===== src/common/aluPkg.sv =====
// Execute slice shared constants
package aluPkg;

    //////////////////////////////////////////////////////////////////////////
    // Data path and register file sizes
    //////////////////////////////////////////////////////////////////////////

    localparam int dataWidth    = 32;                 // Data path width
    localparam int regCount     = 32;                 // Architectural registers
    localparam int regAddrWidth = $clog2(regCount);   // 5 address bits
    localparam int aluOpWidth   = 4;                  // Bits 3:2 pick the group

    //////////////////////////////////////////////////////////////////////////
    // ALU operation codes
    //////////////////////////////////////////////////////////////////////////

    // Arithmetic group 00, bit 1 inverts B and carries in one
    localparam logic [aluOpWidth-1:0] aluAdd  = 4'b0000;
    localparam logic [aluOpWidth-1:0] aluSub  = 4'b0010;

    // Logic group 01, bits 1:0 select the function
    localparam logic [aluOpWidth-1:0] aluAnd  = 4'b0100;
    localparam logic [aluOpWidth-1:0] aluOr   = 4'b0101;
    localparam logic [aluOpWidth-1:0] aluXor  = 4'b0110;
    localparam logic [aluOpWidth-1:0] aluNor  = 4'b0111;

    // Set-less-than group 10, bit 0 set for unsigned compare
    localparam logic [aluOpWidth-1:0] aluSlt  = 4'b1010;
    localparam logic [aluOpWidth-1:0] aluSltu = 4'b1011;

    //////////////////////////////////////////////////////////////////////////
    // MIPS opcode and funct fields
    //////////////////////////////////////////////////////////////////////////

    localparam logic [5:0] opRType = 6'h00;   // Funct decides the op
    localparam logic [5:0] opAddi  = 6'h08;
    localparam logic [5:0] opSlti  = 6'h0A;
    localparam logic [5:0] opSltiu = 6'h0B;
    localparam logic [5:0] opAndi  = 6'h0C;   // Zero-extended immediates from here
    localparam logic [5:0] opOri   = 6'h0D;
    localparam logic [5:0] opXori  = 6'h0E;

    localparam logic [5:0] fnAdd   = 6'h20;
    localparam logic [5:0] fnSub   = 6'h22;
    localparam logic [5:0] fnAnd   = 6'h24;
    localparam logic [5:0] fnOr    = 6'h25;
    localparam logic [5:0] fnXor   = 6'h26;
    localparam logic [5:0] fnNor   = 6'h27;
    localparam logic [5:0] fnSlt   = 6'h2A;
    localparam logic [5:0] fnSltu  = 6'h2B;

endpackage


===== src/alu/rippleAdder.sv =====
// Ripple-carry adder
module rippleAdder import aluPkg::*; (
    input  logic [dataWidth-1:0] a,
    input  logic [dataWidth-1:0] b,
    input  logic                 carryIn,
    output logic [dataWidth-1:0] sum,
    output logic                 carryOut
);

    logic [dataWidth:0] carry;   // carry[i] enters cell i

    assign carry[0] = carryIn;            // One for subtract and compare
    assign carryOut = carry[dataWidth];   // Inverted borrow when subtracting

    //////////////////////////////////////////////////////////////////////////
    // Full-adder chain, one cell per bit
    //////////////////////////////////////////////////////////////////////////

    for (genvar i = 0; i < dataWidth; i++) begin : gCell
        logic halfSum;     // a ^ b
        logic genCarry;    // Generate term
        logic propCarry;   // Propagated carry in

        xor sumHalf (halfSum, a[i], b[i]);
        xor sumFull (sum[i], halfSum, carry[i]);

        and carryGen  (genCarry, a[i], b[i]);
        and carryProp (propCarry, halfSum, carry[i]);

        // Either term passes the carry on
        or  carryNext (carry[i+1], genCarry, propCarry);
    end

endmodule


===== src/alu/alu.sv =====
// Integer ALU
module alu import aluPkg::*; (
    input  logic [aluOpWidth-1:0] op,
    input  logic [dataWidth-1:0]  a,
    input  logic [dataWidth-1:0]  b,
    output logic [dataWidth-1:0]  y,
    output logic                  zero
);

    logic [dataWidth-1:0] bMaybeInv;   // B or ~B into the adder
    logic [dataWidth-1:0] arithY;      // Full sum or difference
    logic                 carryOut;
    logic                 overflow;    // Signed overflow of a + bMaybeInv
    logic                 lessSigned;
    logic                 lessUnsigned;
    logic [dataWidth-1:0] logicY;
    logic [dataWidth-1:0] sltY;

    //////////////////////////////////////////////////////////////////////////
    // Arithmetic unit
    //////////////////////////////////////////////////////////////////////////

    assign bMaybeInv = op[1] ? ~b : b;   // Two's complement with carry in below

    rippleAdder adder (
        .a        (a),
        .b        (bMaybeInv),
        .carryIn  (op[1]),           // Subtract adds the missing one
        .sum      (arithY),
        .carryOut (carryOut)
    );

    // Operands agree in sign but the result does not
    assign overflow = (a[dataWidth-1] == bMaybeInv[dataWidth-1]) &&
                      (arithY[dataWidth-1] != a[dataWidth-1]);

    //////////////////////////////////////////////////////////////////////////
    // Logic unit
    //////////////////////////////////////////////////////////////////////////

    always_comb begin
        case (op[1:0])
            2'b00:   logicY = a & b;
            2'b01:   logicY = a | b;
            2'b10:   logicY = a ^ b;
            default: logicY = ~(a | b);   // Nor
        endcase
    end

    //////////////////////////////////////////////////////////////////////////
    // Set-less-than from the subtraction
    //////////////////////////////////////////////////////////////////////////

    assign lessSigned   = arithY[dataWidth-1] ^ overflow;   // Sign fixed by overflow
    assign lessUnsigned = ~carryOut;                        // Borrow out of a - b

    assign sltY = {{(dataWidth-1){1'b0}}, op[0] ? lessUnsigned : lessSigned};

    // Group select on the upper op bits
    always_comb begin
        case (op[3:2])
            2'b00:   y = arithY;
            2'b01:   y = logicY;
            2'b10:   y = sltY;
            default: y = '0;   // Unused group
        endcase
    end

    assign zero = ~|y;

endmodule


===== src/source/aluDecoder.sv =====
// Instruction to ALU operation decoder
module aluDecoder import aluPkg::*; (
    input  logic [dataWidth-1:0]  instr,
    output logic [aluOpWidth-1:0] aluOp,
    output logic                  useImm,
    output logic                  signExt,
    output logic                  writesRd,
    output logic                  legal
);

    logic [5:0] opcode;
    logic [5:0] funct;

    assign opcode = instr[31:26];
    assign funct  = instr[5:0];   // Only meaningful for R-type

    always_comb begin
        // Defaults describe an illegal word
        aluOp    = aluAdd;
        useImm   = 1'b0;
        signExt  = 1'b0;
        writesRd = 1'b0;
        legal    = 1'b0;

        case (opcode)
            opRType: begin
                writesRd = 1'b1;   // rd <= rs op rt
                legal    = 1'b1;
                case (funct)
                    fnAdd:   aluOp = aluAdd;
                    fnSub:   aluOp = aluSub;
                    fnAnd:   aluOp = aluAnd;
                    fnOr:    aluOp = aluOr;
                    fnXor:   aluOp = aluXor;
                    fnNor:   aluOp = aluNor;
                    fnSlt:   aluOp = aluSlt;
                    fnSltu:  aluOp = aluSltu;
                    default: legal = 1'b0;   // Unlisted funct
                endcase
            end
            opAddi, opSlti, opSltiu: begin
                useImm  = 1'b1;
                signExt = 1'b1;     // sltiu compares unsigned but still sign-extends
                legal   = 1'b1;
                case (opcode)
                    opSlti:  aluOp = aluSlt;
                    opSltiu: aluOp = aluSltu;
                    default: aluOp = aluAdd;
                endcase
            end
            opAndi, opOri, opXori: begin
                useImm = 1'b1;      // Zero-extended immediate
                legal  = 1'b1;
                case (opcode)
                    opAndi:  aluOp = aluAnd;
                    opOri:   aluOp = aluOr;
                    default: aluOp = aluXor;
                endcase
            end
            default: legal = 1'b0;  // Unlisted opcode
        endcase
    end

endmodule


===== src/source/registerFile.sv =====
// Two-read one-write register file
module registerFile import aluPkg::*; (
    input  logic                    clk,
    input  logic                    reset,
    input  logic                    writeEnable,
    input  logic [regAddrWidth-1:0] readAddrA,
    input  logic [regAddrWidth-1:0] readAddrB,
    input  logic [regAddrWidth-1:0] writeAddr,
    input  logic [dataWidth-1:0]    writeData,
    output logic [dataWidth-1:0]    readDataA,
    output logic [dataWidth-1:0]    readDataB
);

    logic [dataWidth-1:0] regs [regCount];   // Entry 0 never written

    //////////////////////////////////////////////////////////////////////////
    // Synchronous write port
    //////////////////////////////////////////////////////////////////////////

    always_ff @(posedge clk) begin
        if (reset) begin
            for (int i = 0; i < regCount; i++) begin
                regs[i] <= '0;   // All registers start cleared
            end
        end else if (writeEnable && (writeAddr != '0)) begin
            regs[writeAddr] <= writeData;   // Register 0 drops writes
        end
    end

    //////////////////////////////////////////////////////////////////////////
    // Combinational read ports
    //////////////////////////////////////////////////////////////////////////

    // Register 0 is forced to zero on both ports
    assign readDataA = (readAddrA == '0) ? '0 : regs[readAddrA];
    assign readDataB = (readAddrB == '0) ? '0 : regs[readAddrB];

endmodule


===== src/source/executeTop.sv =====
// Integer execute slice
module executeTop import aluPkg::*; (
    input  logic                    clk,
    input  logic                    reset,
    input  logic                    instrValid,
    input  logic [dataWidth-1:0]    instr,
    output logic                    resultValid,
    output logic                    zero,
    output logic                    illegal,
    output logic [dataWidth-1:0]    result,
    output logic [regAddrWidth-1:0] resultReg
);

    logic [aluOpWidth-1:0]   aluOp;
    logic                    useImm;
    logic                    signExt;
    logic                    writesRd;
    logic                    legal;
    logic [dataWidth-1:0]    rsData;
    logic [dataWidth-1:0]    rtData;
    logic [dataWidth-1:0]    immExt;       // Extended 16-bit immediate
    logic [dataWidth-1:0]    operandB;
    logic [dataWidth-1:0]    aluY;
    logic                    aluZero;
    logic [regAddrWidth-1:0] destReg;      // rd for R-type, rt otherwise
    logic                    writeEnable;

    aluDecoder decoder (
        .instr    (instr),
        .aluOp    (aluOp),
        .useImm   (useImm),
        .signExt  (signExt),
        .writesRd (writesRd),
        .legal    (legal)
    );

    registerFile regFile (
        .clk         (clk),
        .reset       (reset),
        .writeEnable (writeEnable),
        .readAddrA   (instr[25:21]),   // rs
        .readAddrB   (instr[20:16]),   // rt
        .writeAddr   (destReg),
        .writeData   (aluY),           // Written back at the edge that ends the cycle
        .readDataA   (rsData),
        .readDataB   (rtData)
    );

    //////////////////////////////////////////////////////////////////////////
    // Operand select and destination
    //////////////////////////////////////////////////////////////////////////

    assign immExt = signExt ? {{(dataWidth-16){instr[15]}}, instr[15:0]}
                            : {{(dataWidth-16){1'b0}}, instr[15:0]};

    assign operandB    = useImm ? immExt : rtData;
    assign destReg     = writesRd ? instr[15:11] : instr[20:16];
    assign writeEnable = instrValid && legal;   // Illegal words write nothing

    alu execAlu (
        .op   (aluOp),
        .a    (rsData),
        .b    (operandB),
        .y    (aluY),
        .zero (aluZero)
    );

    // Result stage, one cycle after the instruction
    always_ff @(posedge clk) begin
        if (reset) begin
            resultValid <= 1'b0;
            illegal     <= 1'b0;
            result      <= '0;
            zero        <= 1'b1;   // Matches the cleared result
            resultReg   <= '0;
        end else begin
            resultValid <= instrValid && legal;
            illegal     <= instrValid && !legal;   // One-cycle pulse
            if (instrValid) begin
                result    <= aluY;
                zero      <= aluZero;
                resultReg <= destReg;
            end
        end
    end

endmodule


===== config.mk =====
export PLATFORM = sky130hd
export DESIGN_NAME = executeTop
export DESIGN_NICKNAME = d
export VERILOG_FILES = /design/src/common/aluPkg.sv /design/src/alu/rippleAdder.sv /design/src/alu/alu.sv /design/src/source/aluDecoder.sv /design/src/source/registerFile.sv /design/src/source/executeTop.sv
export SDC_FILE = /design/constraint.sdc
export NUM_CORES = 2
export LEC_CHECK = 0
export BUFFER_PORTS_ARGS = -buffer_cell sky130_fd_sc_hd__buf_2
export CAP_MARGIN = 20
export CORE_AREA = 4 4 371 373
export CTS_CLUSTER_DIAMETER = 200
export DETAILED_ROUTE_END_ITERATION = 12
export DIE_AREA = 0 0 375 377
export PLACE_DENSITY = 0.66
export SLEW_MARGIN = 20
export SYNTH_ARGS = -nofsm -noshare
export SYNTH_HDL_FRONTEND = slang
export SYNTH_HIERARCHICAL = 1
export SYNTH_SLANG_ARGS = --single-unit
export TNS_END_PERCENT = 5

===== constraint.sdc =====
create_clock -name clk -period 58.1 [get_ports clk]
set_input_delay 14.525 -clock clk [delete_from_list [all_inputs] [get_ports clk]]
set_output_delay 14.525 -clock clk [all_outputs]
set_load 0.02 [all_outputs]

==> qor.csv <==
stage,metric,value,unit
status,status,finished clean,
setup_path,critPathSlowestCell,a21o_1,
setup_path,rrSetupSlack,41030,ps
grt,grt_overflow_total,0,
clock_network,h-tree-depth,3,
yosys,synth_area_leader_cell,edfxtp_1,
yosys,async_reset_ff_share,0,%
sta,worst_pin_slew,1330,ps
pwr,pwr-share-seq,42.3,%
run,drv_cap,0,
route,first_pass_iters,6,
sta,fin_crit_sh,55.1,%
placed_design,io_buffers,74,
yosys,ys_seq_elements,1064,
grt,grt_max_degree,85,
route,vias,39046,
clock_network,clk_pin_slew_worst_paths,70,ps
pwr,p_clk_share,36.0,%
final_layout,nets,4229,
route,drt-total-wl,208,mm
floorplan,die_y,377,µm
setup_path,cp-start-kind,input port,
sta,fin_crit,32010,ps
setup_path,end_kind,register,
placed_design,gp_congestion,0.966,
pwr,power_switching,0.000666,W
setup_path,arrival,32680,ps
yosys,synth_edf_count,1024,
sta,clock.fmax,0.0312,GHz
setup_path,crit_family,adder cells,
sta,clock_skew,105,ps
grt,grt_use_total,29.1,%
clock_network,cts-root-buf,clkbuf_16,
floorplan,core,135000,µm²
grt,antenna_found_initial,22,
setup_path,required,58770,ps
grt,grt_pass1_wl,292,mm
placed_design,place_area,62300,µm²
final_layout,fill_cells,11300,
sta,tns,0,ps
setup_path,reg2reg_to,zero,
clock_network,cts.sinks,1064,
sta,relSlewSlack,9.05,%
floorplan,die_area,141000,µm²
sta,setup_viol,0,
yosys,avgSynthCellArea,14.5,µm²
clock_network,ctsHoldBuffers,0,
clock_network,cts_tree,built,
setup_path,cp_num_buf_inv,6,
pwr,p_int,0.00144,W
setup_path,critPathKind,in -> reg,
pwr,p_per_area,31.8,nW/µm²
final_layout,final_area,66200,µm²
yosys,synthTopCellsByArea,"edfxtp_1, mux4_2, and2_1",
sta,setup_slack,26090,ps
final_layout,fin_cells,5987,
sta,hold_ws,489,ps
floorplan,ioPinCount,75,
final_layout,layout-drive-gt1-share,25.3,%
setup_path,path_max_fanout,67,
sta,rsz0062_at_grt,no,
min_path,hold-path-endpoint,result[7],
route,drt_iter0_drc,5755,
clock_network,post_cts_buffers,0,
setup_path,slowest_delay,800,ps
min_path,hold_start,result[7],
floorplan,rows,135,
pwr,vdd_ir_drop_max,29.3,µV
floorplan,initial_core_util,44.6,%
pwr,leakage,24.4,nW
yosys,synthTopCellsByCount,"edfxtp_1, and2_1, mux4_2, clkbuf_1, mux2i_1",
pwr,combinationalPowerShare,21.8,%
clock_network,cts_buffers,114,
clock_network,clkLatencyLatePin,790,ps
route,wire_per_inst,34.8,µm
sta,slew_violations,0,
yosys,yosysMostFrequentCell,edfxtp_1,
yosys,syn_inst,4141,
route,route.detailed.drc,0,
route,detail_route.vias_per_cell,6.52,
placed_design,dpl.hpwl,128,mm
yosys,synth_warnings,6,
placed_design,place_ws,25260,ps
min_path,hold_class,reg -> reg,
clock_network,clk_path_buf_depth,3,
pwr,sw_frac_of_total,31.7,%
route,ant_nets,0,
setup_path,r2r_start,regFile/regs[31][0],
yosys,synth_top_area_share,51.3,%
grt,first_global_vias,38736,
final_layout,multiInputGateArea,26500,µm²
floorplan,die_w,375,µm
min_path,min_path_cells,2,
clock_network,cts_resized,0,
yosys,synth-main-ff-cell,edfxtp_1,
setup_path,cp_common_cell,fa_1,
yosys,ys_types,74,
yosys,synth_area,60000,µm²
yosys,ys_seq_area_share,52.6,%
placed_design,dp.cells,5763,
final_layout,area_growth,10.3,%
setup_path,rr_worst_depth,48,
sta,hold_viol,0,
final_layout,register_area,31600,µm²
-- power groups by stage --
stage,registers (W),logic [W],clock network (W)
after floorplan,0.000903,0.000242,0
after global placement,0.000903,0.000441,0
after detailed placement,0.000904,0.000446,0
after CTS,0.000888,0.000446,0.000763
after global routing,0.000892,0.000474,0.000797
final,0.000889,0.000458,0.000757
-- tightest hold or removal path, cell delays in order, from the launching register on --
cell and delay [ps]:
dfxtp_1 320, mux2i_1 60, nor2_1 70
-- layout by cell type, fill, tap and decap left out, drive strengths merged, types with 27 or more instances in the layout --
cell type / count
a2111oi: 57
a22o: 51
and2: 996
buf: 236
clkbuf: 132
clkinv: 60
conb: 32
dfxtp: 40
edfxtp: 1024
fa: 32
ha: 64
inv: 100
mux2: 51
mux2i: 225
mux4: 472
nor2: 102
nor3: 60
o21ai: 27
o22ai: 107
or2: 33
xor2: 61
-- area by class of cell --
type	count	share of cell area (%)
Antenna cell	9	0.0340
Clock buffer	132	4.48
Clock inverter	83	1.37
Inverter	97	0.550
Multi-Input combinational cell	2585	40.0
Sequential cell	1064	47.7
Tap cell	1781	3.37
Timing Repair Buffer	236	2.51
-- how the worst max path moves through the flow --
stage          slack (ps)      start   end  cells after the start
6_report            26090  instr[16]  zero                     48
4_1_cts             26060  instr[16]  zero                     48
3_5_place_dp        25260  instr[16]  zero                     48
5_1_grt             25320  instr[16]  zero                     48
2_1_floorplan       27830  instr[26]  zero                     51
3_3_place_gp        25400  instr[16]  zero                     48
-- stage by stage --
step / total power [W] / util (%)
5_1_grt: 0.00216 / 49.1
4_1_cts: 0.00210 / 49.1
3_3_place_gp: 0.00134 / 46.2
3_5_place_dp: 0.00135 / 46.2
6_report: 0.00210 / 49.2
2_1_floorplan: 0.00115 / -
-- cells by family after synthesis --
group | Yosys count | synth area share, %
AOI/OAI and AO/OA | 347 | 4.34
xor gates and xnor gates | 65 | 0.949
adders and majority gates | 96 | 2.40
buffers and inverters | 523 | 4.14
DFF | 1064 | 52.6
muxes | 748 | 22.5
other | 1 | 0.00625
and+or+nand+nor | 1297 | 13.1
-- flip-flops by register name (all words and copies together) (netlist names) --
name	cells
zero	1
resultReg	5
regFile/regs	1024
result	32
resultValid	1
illegal	1
-- per-layer routing --
| layer | vias up | GRT usage, % | wire length [µm] |
|---|---|---|---|
| met3 | 536 | 8.06 | 25700 |
| met1 | 20159 | 37.9 | 75700 |
| li1 | 15620 | - | - |
| met5 | - | 0 | 46 |
| met4 | 6 | 17.0 | 14100 |
| met2 | 2725 | 44.0 | 92700 |
Power figures use the tool's default switching activity.
